## config.mk

```make
export PLATFORM = sky130hd
export DESIGN_NAME = tcdm_interconnect
export DESIGN_NICKNAME = d
export VERILOG_FILES = /design/src/common/tcdm_pkg.sv /design/src/pipe/tcdm_pipe_req.sv /design/src/pipe/tcdm_pipe_resp.sv /design/src/source/tcdm_interconnect.sv /design/src/xbar/tcdm_bank_arbiter.sv /design/src/xbar/tcdm_xbar_req.sv
export SDC_FILE = /design/constraint.sdc
export NUM_CORES = 1
export LEC_CHECK = 0
export ABC_AREA = 0
export BUFFER_PORTS_ARGS = -buffer_cell sky130_fd_sc_hd__buf_2
export CORE_AREA = 2 2 406 408
export DETAILED_ROUTE_END_ITERATION = 7
export DIE_AREA = 0 0 408 410
export PLACE_DENSITY_LB_ADDON = 0.3
export SLEW_MARGIN = 30
export SYNTH_ARGS = -nofsm -noshare
export SYNTH_HDL_FRONTEND = slang
export SYNTH_SLANG_ARGS = --single-unit
```

## constraint.sdc

```tcl
create_clock -name clk -period 4.9 [get_ports clk]
set_input_delay 0.49 -clock clk [delete_from_list [all_inputs] [get_ports clk]]
set_output_delay 0.49 -clock clk [all_outputs]
set_load 0.05 [all_outputs]
```

## src/common/tcdm_pkg.sv

```systemverilog
/*
  shared definitions of the tcdm interconnect
  - widths and counts of the master, bank and memory sides
  - address union with its sram and scm views
  - records passed between decode, request pipe and response pipe
*/
package tcdm_pkg;

  ////////////////////////////////////////////////////////////////////////////
  // sizes
  ////////////////////////////////////////////////////////////////////////////

  // master side
  localparam int N_MASTER   = 4;
  localparam int ADDR_W     = 32;
  localparam int DATA_W     = 32;
  localparam int BE_W       = DATA_W / 8;
  localparam int BYTE_OFF_W = $clog2(BE_W);

  // bank side, word interleaved
  localparam int N_BANK     = 4;
  localparam int BANK_W     = $clog2(N_BANK);

  // rows seen by the interconnect, top bit picks the region
  localparam int ROW_W      = 11;
  localparam int SRAM_ROW_W = 10;
  localparam int SCM_ROW_W  = 8;

  // region bit sits on top of row, bank index and byte offset
  localparam int REGION_BIT = ROW_W + BANK_W + BYTE_OFF_W - 1;

  ////////////////////////////////////////////////////////////////////////////
  // types
  ////////////////////////////////////////////////////////////////////////////

  typedef enum logic
  {
    SRAM = 1'b0,
    SCM  = 1'b1
  } region_e;

  typedef logic [N_MASTER-1:0] master_id_t;

  // sram view, full row below the region bit
  typedef struct packed
  {
    region_e                 region;
    logic [SRAM_ROW_W-1:0]   row;
    logic [BANK_W-1:0]       bank;
    logic [BYTE_OFF_W-1:0]   offset;
  } sram_addr_t;

  // scm view, smaller array so the top row bits are dropped
  typedef struct packed
  {
    region_e                          region;
    logic [SRAM_ROW_W-SCM_ROW_W-1:0]  unused;
    logic [SCM_ROW_W-1:0]             row;
    logic [BANK_W-1:0]                bank;
    logic [BYTE_OFF_W-1:0]            offset;
  } scm_addr_t;

  // low address bits, the region bit tells which view holds
  typedef union packed
  {
    sram_addr_t sram;
    scm_addr_t  scm;
  } tcdm_addr_u;

  // wen high means load
  typedef struct packed
  {
    logic               req;
    logic [ADDR_W-1:0]  addr;
    logic               wen;
    logic [DATA_W-1:0]  wdata;
    logic [BE_W-1:0]    be;
  } master_req_t;

  typedef struct packed
  {
    logic               r_valid;
    logic [DATA_W-1:0]  r_rdata;
  } master_rsp_t;

  // granted request of one bank, row is below the region bit
  typedef struct packed
  {
    logic                   req;
    region_e                region;
    logic [SRAM_ROW_W-1:0]  row;
    logic                   wen;
    logic [DATA_W-1:0]      wdata;
    logic [BE_W-1:0]        be;
    master_id_t             id;
  } bank_req_t;

  typedef struct packed
  {
    logic                   req;
    logic [SRAM_ROW_W-1:0]  addr;
    logic                   wen;
    logic [DATA_W-1:0]      wdata;
    logic [BE_W-1:0]        be;
  } sram_req_t;

  typedef struct packed
  {
    logic                   req;
    logic [SCM_ROW_W-1:0]   addr;
    logic                   wen;
    logic [DATA_W-1:0]      wdata;
    logic [BE_W-1:0]        be;
  } scm_req_t;

  // access in flight, aligned with the memory read data
  typedef struct packed
  {
    logic        valid;
    region_e     region;
    master_id_t  id;
  } pend_t;

endpackage

```

## src/pipe/tcdm_pipe_req.sv

```systemverilog
/*
  request pipe
  - one request register per bank
  - steering to the sram or scm port by the region bit
  - pending record for the response pipe
*/
`timescale 1ns/1ps

module tcdm_pipe_req
  import tcdm_pkg::*;
(
  input  logic                      clk,
  input  logic                      rst_n_i,
  input  bank_req_t [N_BANK-1:0]    bank_req_i,
  output sram_req_t [N_BANK-1:0]    sram_req_o,
  output scm_req_t [N_BANK-1:0]     scm_req_o,
  output pend_t [N_BANK-1:0]        pend_o
);

  logic [N_BANK-1:0]       req_valid_q;
  bank_req_t [N_BANK-1:0]  req_q;
  pend_t [N_BANK-1:0]      pend_q;

  // valid flags and pending records
  always_ff @(posedge clk)
  begin
    if (!rst_n_i)
    begin
      req_valid_q <= '0;
      pend_q      <= '0;
    end
    else
    begin
      for (int b = 0; b < N_BANK; b++)
      begin
        req_valid_q[b]   <= bank_req_i[b].req;
        // follows the memory access by one cycle, lines up with rdata
        pend_q[b].valid  <= req_valid_q[b];
        pend_q[b].region <= req_q[b].region;
        pend_q[b].id     <= req_q[b].id;
      end
    end
  end

  // payload, only loaded on a granted request
  always_ff @(posedge clk)
  begin
    for (int b = 0; b < N_BANK; b++)
      if (bank_req_i[b].req)
        req_q[b] <= bank_req_i[b];
  end

  // steering, the payload fans out to both ports
  always_comb
  begin
    for (int b = 0; b < N_BANK; b++)
    begin
      sram_req_o[b].req   = req_valid_q[b] && (req_q[b].region == SRAM);
      sram_req_o[b].addr  = req_q[b].row;
      sram_req_o[b].wen   = req_q[b].wen;
      sram_req_o[b].wdata = req_q[b].wdata;
      sram_req_o[b].be    = req_q[b].be;

      // scm keeps the low row bits only
      scm_req_o[b].req    = req_valid_q[b] && (req_q[b].region == SCM);
      scm_req_o[b].addr   = req_q[b].row[SCM_ROW_W-1:0];
      scm_req_o[b].wen    = req_q[b].wen;
      scm_req_o[b].wdata  = req_q[b].wdata;
      scm_req_o[b].be     = req_q[b].be;
    end
  end

  assign pend_o = pend_q;

  for (genvar b = 0; b < N_BANK; b++)
  begin : g_port_chk
    a_one_region : assert property (@(posedge clk) disable iff (!rst_n_i)
      !(sram_req_o[b].req && scm_req_o[b].req));
  end

endmodule

```

## src/pipe/tcdm_pipe_resp.sv

```systemverilog
/*
  response pipe
  - rdata select by the pending region
  - response register per bank, tagged with the master id
  - return to the masters by id bit
*/
`timescale 1ns/1ps

module tcdm_pipe_resp
  import tcdm_pkg::*;
(
  input  logic                           clk,
  input  logic                           rst_n_i,
  input  pend_t [N_BANK-1:0]             pend_i,
  input  logic [N_BANK-1:0][DATA_W-1:0]  sram_rdata_i,
  input  logic [N_BANK-1:0][DATA_W-1:0]  scm_rdata_i,
  output master_rsp_t [N_MASTER-1:0]     master_rsp_o
);

  logic [N_BANK-1:0][DATA_W-1:0]    rdata_sel;
  logic [N_BANK-1:0]                valid_q;
  master_id_t [N_BANK-1:0]          id_q;
  logic [N_BANK-1:0][DATA_W-1:0]    rdata_q;
  // bank b answers master m this cycle
  logic [N_MASTER-1:0][N_BANK-1:0]  hit;

  // region of the access picks the memory
  always_comb
  begin
    for (int b = 0; b < N_BANK; b++)
      rdata_sel[b] = (pend_i[b].region == SCM) ? scm_rdata_i[b] : sram_rdata_i[b];
  end

  // valid for loads and stores alike
  always_ff @(posedge clk)
  begin
    if (!rst_n_i)
      valid_q <= '0;
    else
      for (int b = 0; b < N_BANK; b++)
        valid_q[b] <= pend_i[b].valid;
  end

  // id and data held until the next access of the bank
  always_ff @(posedge clk)
  begin
    for (int b = 0; b < N_BANK; b++)
    begin
      if (pend_i[b].valid)
      begin
        id_q[b]    <= pend_i[b].id;
        rdata_q[b] <= rdata_sel[b];
      end
    end
  end

  // route by id, at most one bank per master
  always_comb
  begin
    for (int m = 0; m < N_MASTER; m++)
    begin
      master_rsp_o[m] = '0;
      for (int b = 0; b < N_BANK; b++)
      begin
        hit[m][b] = valid_q[b] && id_q[b][m];
        if (hit[m][b])
          master_rsp_o[m].r_rdata = master_rsp_o[m].r_rdata | rdata_q[b];
      end
      master_rsp_o[m].r_valid = |hit[m];
    end
  end

  // single grant per master, three cycles back, keeps returns apart
  for (genvar m = 0; m < N_MASTER; m++)
  begin : g_rsp_chk
    a_one_return : assert property (@(posedge clk) disable iff (!rst_n_i)
      $onehot0(hit[m]));
  end

endmodule

```

## src/source/tcdm_interconnect.sv

```systemverilog
/*
  tcdm interconnect top level
  - decode and per-bank arbitration
  - request pipe towards the sram and scm ports
  - response pipe back to the masters
*/
`timescale 1ns/1ps

module tcdm_interconnect
  import tcdm_pkg::*;
(
  input  logic                             clk,
  input  logic                             rst_n_i,

  // master side
  input  master_req_t [N_MASTER-1:0]       master_req_i,
  output logic [N_MASTER-1:0]              master_gnt_o,
  output master_rsp_t [N_MASTER-1:0]       master_rsp_o,

  // memory side, one sram and one scm port per bank
  output sram_req_t [N_BANK-1:0]           sram_req_o,
  output scm_req_t [N_BANK-1:0]            scm_req_o,
  input  logic [N_BANK-1:0][DATA_W-1:0]    sram_rdata_i,
  input  logic [N_BANK-1:0][DATA_W-1:0]    scm_rdata_i
);

  // granted request per bank, combinational from the masters
  bank_req_t [N_BANK-1:0]  bank_req;
  // accesses in flight, one per bank
  pend_t [N_BANK-1:0]      pend;

  ////////////////////////////////////////////////////////////////////////////
  // stage 0: decode and arbitrate
  ////////////////////////////////////////////////////////////////////////////

  tcdm_xbar_req i_xbar_req
  (
    .clk          ( clk          ),
    .rst_n_i      ( rst_n_i      ),
    .master_req_i ( master_req_i ),
    .master_gnt_o ( master_gnt_o ),
    .bank_req_o   ( bank_req     )
  );

  ////////////////////////////////////////////////////////////////////////////
  // stage 1: request register, region steering
  ////////////////////////////////////////////////////////////////////////////

  tcdm_pipe_req i_pipe_req
  (
    .clk        ( clk        ),
    .rst_n_i    ( rst_n_i    ),
    .bank_req_i ( bank_req   ),
    .sram_req_o ( sram_req_o ),
    .scm_req_o  ( scm_req_o  ),
    .pend_o     ( pend       )
  );

  ////////////////////////////////////////////////////////////////////////////
  // stage 2: response register, return by id
  ////////////////////////////////////////////////////////////////////////////

  tcdm_pipe_resp i_pipe_resp
  (
    .clk          ( clk          ),
    .rst_n_i      ( rst_n_i      ),
    .pend_i       ( pend         ),
    .sram_rdata_i ( sram_rdata_i ),
    .scm_rdata_i  ( scm_rdata_i  ),
    .master_rsp_o ( master_rsp_o )
  );

endmodule

```

## src/xbar/tcdm_bank_arbiter.sv

```systemverilog
/*
  round-robin arbiter of one bank
  - priority mask above the last winner
  - falls back to plain lowest index when the mask is empty
*/
`timescale 1ns/1ps

module tcdm_bank_arbiter
  import tcdm_pkg::*;
(
  input  logic                 clk,
  input  logic                 rst_n_i,
  input  logic [N_MASTER-1:0]  req_i,
  output master_id_t           gnt_o
);

  // set bits have priority, all ones gives master 0 the lead
  logic [N_MASTER-1:0]  prio_mask_q;
  logic [N_MASTER-1:0]  req_masked;
  logic [N_MASTER-1:0]  req_sel;

  // requests above the last winner first
  assign req_masked = req_i & prio_mask_q;
  assign req_sel    = (|req_masked) ? req_masked : req_i;

  // lowest set bit of the selected vector
  assign gnt_o = req_sel & (~req_sel + 1'b1);

  // winner drops to the lowest priority
  always_ff @(posedge clk)
  begin
    if (!rst_n_i)
      prio_mask_q <= '1;
    else if (|gnt_o)
      prio_mask_q <= ~(gnt_o | (gnt_o - 1'b1));
  end

  ////////////////////////////////////////////////////////////////////////////
  // checks
  ////////////////////////////////////////////////////////////////////////////

  a_gnt_onehot : assert property (@(posedge clk) disable iff (!rst_n_i)
    $onehot0(gnt_o));

  // no grant without a request in the same cycle
  a_gnt_has_req : assert property (@(posedge clk) disable iff (!rst_n_i)
    (gnt_o & ~req_i) == '0);

endmodule

```

## src/xbar/tcdm_xbar_req.sv

```systemverilog
/*
  request crossbar
  - address decode of every master into bank, region and row
  - one round-robin arbiter per bank
  - winner mux onto the bank request, grant return to the masters
*/
`timescale 1ns/1ps

module tcdm_xbar_req
  import tcdm_pkg::*;
(
  input  logic                         clk,
  input  logic                         rst_n_i,
  input  master_req_t [N_MASTER-1:0]   master_req_i,
  output logic [N_MASTER-1:0]          master_gnt_o,
  output bank_req_t [N_BANK-1:0]       bank_req_o
);

  // decoded fields per master
  tcdm_addr_u [N_MASTER-1:0]              m_addr;
  logic [N_MASTER-1:0][BANK_W-1:0]        m_bank;
  region_e [N_MASTER-1:0]                 m_region;
  logic [N_MASTER-1:0][SRAM_ROW_W-1:0]    m_row;

  // request and grant matrices
  logic [N_BANK-1:0][N_MASTER-1:0]        bank_reqs;
  master_id_t [N_BANK-1:0]                bank_gnt;
  logic [N_MASTER-1:0][N_BANK-1:0]        gnt_by_master;

  // decode through the union, scm rows are zero extended
  always_comb
  begin
    for (int m = 0; m < N_MASTER; m++)
    begin
      m_addr[m]   = master_req_i[m].addr[REGION_BIT:0];
      m_bank[m]   = m_addr[m].sram.bank;
      m_region[m] = m_addr[m].sram.region;
      if (m_region[m] == SCM)
        m_row[m] = SRAM_ROW_W'(m_addr[m].scm.row);
      else
        m_row[m] = m_addr[m].sram.row;
    end
  end

  // one request line per master and bank
  always_comb
  begin
    for (int b = 0; b < N_BANK; b++)
      for (int m = 0; m < N_MASTER; m++)
        bank_reqs[b][m] = master_req_i[m].req && (m_bank[m] == BANK_W'(b));
  end

  for (genvar b = 0; b < N_BANK; b++)
  begin : g_arb
    tcdm_bank_arbiter i_bank_arbiter
    (
      .clk     ( clk          ),
      .rst_n_i ( rst_n_i      ),
      .req_i   ( bank_reqs[b] ),
      .gnt_o   ( bank_gnt[b]  )
    );
  end

  // winner mux, grant is one-hot so the last match is the only one
  always_comb
  begin
    for (int b = 0; b < N_BANK; b++)
    begin
      bank_req_o[b] = '0;
      for (int m = 0; m < N_MASTER; m++)
      begin
        if (bank_gnt[b][m])
        begin
          bank_req_o[b].region = m_region[m];
          bank_req_o[b].row    = m_row[m];
          bank_req_o[b].wen    = master_req_i[m].wen;
          bank_req_o[b].wdata  = master_req_i[m].wdata;
          bank_req_o[b].be     = master_req_i[m].be;
        end
      end
      bank_req_o[b].req = |bank_gnt[b];
      bank_req_o[b].id  = bank_gnt[b];
    end
  end

  // grant back to masters, OR over the banks
  always_comb
  begin
    for (int m = 0; m < N_MASTER; m++)
    begin
      for (int b = 0; b < N_BANK; b++)
        gnt_by_master[m][b] = bank_gnt[b][m];
      master_gnt_o[m] = |gnt_by_master[m];
    end
  end

  // decode and arbiters together must never hand a master two banks
  for (genvar m = 0; m < N_MASTER; m++)
  begin : g_gnt_chk
    a_single_bank : assert property (@(posedge clk) disable iff (!rst_n_i)
      $onehot0(gnt_by_master[m]));
  end

endmodule
```

==> results of run 1 <==
-- kinds of logic (layout without fill, tap and decap cells) --
| logic type | after synthesis | in the layout | share of synthesized area, % |
|---|---|---|---|
| AOI/OAI and AO/OA | 675 | 675 | 22.6 |
| muxes | 128 | 128 | 5.91 |
| DFF | 400 | 400 | 47.3 |
| buffers and inverters | 583 | 1155 | 15.0 |
| and+or+nand+nor | 480 | 480 | 9.22 |
| other | 0 | 30 | 0 |
-- sequential cells by signal (all words and copies together) (netlist names) --
name and count:
i_pipe_req.scm_req_o 180, i_pipe_resp.rdata_q 128, i_pipe_req.pend_o 24, i_pipe_req.req_q 20, i_pipe_resp.id_q 16, i_xbar_req.g_arb.i_bank_arbiter.prio_mask_q 16
i_pipe_req.sram_req_o 8, i_pipe_req.req_valid_q 4, i_pipe_resp.valid_q 4
-- worst paths after layout --
kind                             start                   endpoint  slack, ns
setup reg to reg              register  i_pipe_req.scm_req_o[133]       1.55
hold / removal         scm_rdata_i[38]    i_pipe_resp.rdata_q[38]       0.13
hold reg to reg   i_pipe_req.pend_o[8]        i_pipe_resp.id_q[6]       0.40
setup / recovery              register            master_gnt_o[3]       0.96
-- metrics by stage --
stage | power (mW) | worst slack, ns | util (%) | cell area, sq um | hold WS, ns
after floorplan | 6.90 | 1.17 | - | 24400 | 0.386
after global placement | 7.75 | 1.28 | 17.7 | 29000 | 0.389
after detailed placement | 7.76 | 1.23 | 17.7 | 29000 | 0.389
after CTS | 12.2 | 0.852 | 18.9 | 30900 | 0.0643
after global routing | 12.4 | 0.809 | 18.9 | 30900 | 0.0876
final | 12.0 | 0.960 | 18.9 | 31000 | 0.131
-- layer usage --
layer  wire length, microns  global-route usage, %  vias to the layer above
met2                  71900                   28.5                     1491
met5                    295                      0                        -
met4                   7610                   7.94                       48
met1                  57000                   19.9                    11200
met3                  14000                   5.30                      346
li1                       -                      -                     9516
-- layout by cell type, fill, tap and decap left out, types with 5 or more instances in the layout --
cell type	Yosys	final
clkinv_2	0	11
and2_1	56	38
nand2b_1	8	8
clkinv_1	0	7
and2_2	0	16
o21ai_0	7	7
clkbuf_1	153	15
nand4b_1	8	8
nor3_1	8	7
nand3_1	8	7
clkbuf_16	0	59
diode_2	0	30
nand2_1	142	141
edfxtp_1	352	352
clkinvlp_4	0	5
dfxtp_2	0	6
a221oi_1	188	188
o22ai_1	6	6
or4_1	8	7
buf_2	12	973
dfxtp_1	48	40
and3_1	9	9
nand4_1	10	10
inv_1	17	17
nor2_1	194	190
buf_4	373	52
a22oi_1	256	256
a31oi_1	8	8
mux2_2	128	128
bufinv_16	0	6
o2bb2ai_1	182	182
-- worst reg2reg max path, cell delays in order, from the launching register on --
cell and delay, ns:
dfxtp_1 0.36, nand4b_1 0.21, a31o_1 0.32, nand2_4 0.10, clkinv_2 0.32, or4_4 0.69
clkinv_2 0.30, buf_4 0.55, o2bb2ai_1 0.29
-- report_power, final --
part	leakage (nW)	internal, mW	switching, mW
Combinational	7.64	0.734	2.55
Clock	0.907	2.53	1.80
Sequential	3.79	4.10	0.274
Total	12.3	7.36	4.63
-- cell type report --
class	count	area [sq um]	share of cell area [%]
Clock buffer	74	1530	4.95
Antenna cell	30	75.1	0.242
Clock inverter	32	363	1.17
Inverter	23	92.6	0.299
Timing Repair Buffer	1026	5290	17.1
Sequential cell	400	11500	37.3
Tap cell	2189	2740	8.85
Multi-Input combinational cell	1283	9330	30.1
==> impl_metrics.ini, run 1 <==
[outcome]
outcome = finished clean

[sta]
timing.final.crit_share_pct = 80.4
worstMarginPinSlew_ns = 1.04
fmax_mhz = 254
skew_ns = 0.0577
tns_ns = 0
slew_headroom_pct = 30.9
finalCriticalPeriod_ns = 3.94
slew_violations = 0
hold_viol = 0
setup_viol_count_final = 0
rsz0062_at_grt = no

[cts]
worstSkewPairLatency_ns = 0.68
htreeDepth = 2
cts_root_buf = clkbuf_16
cts_tree = yes
cts_hold_buffers = 0
cts.repair.resized = 0
cts_buffer_depth = 3
post-cts-setup-buffers = 0
clk_pin_slew_worst_paths_ns = 0.06
clock_sink_count = 400
numCtsBuffers = 57

[worst_setup_path]
critPathCaptureType = output pin
worstSetupPathType = register to output pin
crit_buf_inv = 3
r2r_cells = 8
cp.depth = 8
worstPathCellList = nand4b_1 > a31o_1 > nand2_4 > clkinv_2 > or4_4 > clkinv_2 > or4_1 > buf_2
cp_data_arrival_time_ns = 3.45
cpMostUsedCell = clkinv_2
crit_path_max_incr_delay_ns = 0.69
slowest_stage = or4_4
cp-start-kind = register
required_ns = 4.41
worst-path-max-fanout = 18
path_delay_family = simple AND/OR/NAND/NOR gates

[final_layout]
drive_gt1_share_pct = 45.4
final_cells = 5057
syn_to_final_growth_pct = 27.0
fillers = 18200
final_nets = 3329

[floorplan]
start_util_pct = 14.9
std_cell_rows = 149
io_pins = 1050
die-area_sq_um = 167000
die_y_microns = 410
die_w_microns = 408
core_sq_um = 163000

[synthesis]
yosys_warnings = 0
synth.area.top_cells = edfxtp_1 43%, buf_4 11%, a22oi_1 7.9%
synth.most_common_cell = buf_4
async_flop_share_pct = 0
synth_top_area_share_pct = 43.3
synth_area_per_cell_sq_um = 10.8
synth-edff-count = 352
ys.flop_type = edfxtp_1
syn_inst = 2266
synth.distinct_cells = 54
synth_top_area_cell = edfxtp_1
synth_commonest_cells = 373 x buf_4, 352 x edfxtp_1, 256 x a22oi_1
synth_nets = 2804
synth_area_sq_um = 24400
yosysSeqAreaShare_pct = 47.3
ys_ff_latch = 400

[pwr]
p_leak_nw = 12.3
ir_drop_mv = 0.240
power.density_nw_per_um2 = 387

[global_route]
first_global_vias = 21700
grt_first_pass_wirelength_mm = 198
grt_max_degree = 53
grtUsageTotal_pct = 17.1
antenna_found_initial = 78
grt_overflow_total = 0

[drt]
totalWireLength_mm = 151
vias_per_cell = 4.47
vias = 22600
drc = 0
antenna_left = 0
dr.pass1.iters = 6
wl_per_cell_microns = 29.8
drt_iter0_drc = 2410

[placed_design]
place.port_buffers = 973
gp_congestion = 0.911
dp_hpwl_mm = 111
placed_cells = 4921

[worst_hold_path]
hp-class = input port to register
holdPathStages = 2

[flow_run]
cap_violations = 0
Note: power is estimated with default switching activity, not from simulation.
==> run 2, diff against run 1 <==
- CORE_AREA: 2 2 406 408 -> 2 2 404 406
- DIE_AREA: 0 0 408 410 -> 0 0 406 408
- clock period: 4.9 -> 3.2 ns (I/O delays scaled with it)
==> run 2 against run 1 <==
  * Clock-buffer cell count fell by 8
  * Die area fell by 0.98%
  * Register-to-register slack got worse by 1.4 ns
  * Largest power group unchanged
  * Power rose by 53%
  * Global-route usage rose by 1.0 points
  * Critical endpoint unchanged
  * Via count rose by 7.0%
  * Cell count rose by 6.1%
==> impl_metrics.ini, run 2 (same netlist as run 1, synthesis figures left out) <==
[outcome]
outcome = finished clean

[final_layout]
seq_area_sq_um = 11500
final_nets = 3663
syn_to_final_growth_pct = 40.9
largest_reg_flops = 180
drive_gt1_share_pct = 41.4
fillers = 17700
post-route-util_pct = 21.3
layout.cells.most_common_list = 970 x buf_2, 352 x edfxtp_1, 318 x dlygate4sd3_1
layout_commonest_cell = buf_2
multi_input_area_sq_um = 9400
final_cells = 5364

[sta]
worstMarginPinSlew_ns = 1.07
setup_slack_ns = 0.0711
slew_violations = 0
setup_viol_count_final = 0
slew_headroom_pct = 28.8
skew_ns = 0.0708
finalCriticalPeriod_ns = 3.13
tns_ns = 0
rsz0062_at_grt = yes
hold_viol = 0
fmax_mhz = 320
timing.final.crit_share_pct = 97.8
hold_ws_ns = 0.0383

[placed_design]
gp_congestion = 0.884
dp_hpwl_mm = 115
post-place-ws_ns = 0.425
place.port_buffers = 973
placed_cells = 4926

[drt]
dr.pass1.iters = 5
drt_iter0_drc = 2507
antenna_left = 0
vias = 24200
drc = 0
vias_per_cell = 4.51
totalWireLength_mm = 158
wl_per_cell_microns = 29.4

[global_route]
first_global_vias = 23600
grt_first_pass_wirelength_mm = 207
grtUsageTotal_pct = 18.1
antenna_found_initial = 66
grt_max_degree = 52
grt_overflow_total = 0

[floorplan]
std_cell_rows = 148
die_w_microns = 406
die-area_sq_um = 166000
start_util_pct = 15.1
die_y_microns = 408
core_sq_um = 162000
io_pins = 1050

[worst_setup_path]
critPathCaptureType = output pin
cp-start-kind = register
cp_data_arrival_time_ns = 2.81
r2r-end = i_pipe_req.scm_req_o[21]
required_ns = 2.88
worstSetupPathType = register to output pin
reg2reg_slack_ns = 0.16
worst-path-max-fanout = 6
r2r_cells = 8

[cts]
worstSkewPairLatency_ns = 0.69
cts_root_buf = clkbuf_16
cts_tree = yes
clk_pin_slew_worst_paths_ns = 0.06
clock_sink_count = 400
htreeDepth = 2
post-cts-setup-buffers = 0
cts_buffer_depth = 3
numCtsBuffers = 54

[flow_run]
cap_violations = 0

[worst_hold_path]
holdPathStages = 2
min_to = i_pipe_resp.rdata_q[110]
hp-class = input port to register
hold_start = scm_rdata_i[110]

[pwr]
p_leak_nw = 13.8
ir_drop_mv = 0.355
power.density_nw_per_um2 = 535
-- run 2: cell types whose count changed in the layout (fill, tap and decap cells not counted), sizes merged, moves of 4 or more --
cell | previous run | this run
clkbuf | 74 | 66
clkinvlp | 5 | 1
clkinv | 22 | 29
dlygate4sd3 | 0 | 318
buf | 1026 | 1045
bufinv | 6 | 2
diode | 30 | 22
-- run 2: stage by stage --
step                      power [mW]  instance area [sq um]
after CTS                       18.6                  34300
after global routing            19.0                  34300
final                           18.4                  34400
after detailed placement        12.0                  29400
after global placement          12.0                  29300
after floorplan                 10.6                  24500
-- run 2: area by class of cell --
type | instances | share of cell area, %
flip-flops and latches | 400 | 33.6
repair buffers | 1363 | 25.7
clock inverters | 32 | 0.688
well taps | 2175 | 7.92
clock buffers | 66 | 4.28
diodes | 22 | 0.160
inverters | 23 | 0.273
multi-input cells | 1283 | 27.4
-- run 2: worst max-delay path by stage --
stage,startpoint,to,slack (ns)
final,register,master_gnt_o[3],0.07
after detailed placement,master_req_i[110],i_pipe_req.req_valid_q[0],0.42
after global routing,register,master_gnt_o[3],-0.006
after CTS,register,master_gnt_o[3],0.003
after floorplan,master_req_i[180],i_pipe_req.req_q[0],-0.21
after global placement,master_req_i[110],master_gnt_o[3],0.42
-- run 2: power breakdown --
group / switching (mW) / internal [mW]
combinational: 4.02 / 1.52
sequential: 0.433 / 6.28
clock: 2.70 / 3.42
total: 7.16 / 11.2
-- run 2: worst max-delay path, stage by stage, from the launching register on --
cell and delay, ns:
dfxtp_1 0.34, nand4b_1 0.22, a31oi_1 0.12, or3_4 0.40
nand3b_1 0.20, clkinv_2 0.12, or4_4 0.54, buf_8 0.18
-- run 2: repair_timing --
action                                  CTS  global route
gates cloned                              0             0
pin swaps                                 0             1
hold buffers                            318             0
hold endpoints to repair                294             0
endpoints found under the setup margin    3             4
resized for setup                         5             9
-- run 2: metal layers --
layer  part of all wire [%]  global-route usage, %  wire length (microns)  vias up
met3                     10                   5.41                  15700      385
met2                     48                   30.8                  75500     1607
met1                     37                   20.6                  57900    12000
met5                   0.21                      0                    326        -
met4                    5.2                   8.38                   8180       50
li1                       -                      -                      -    10200
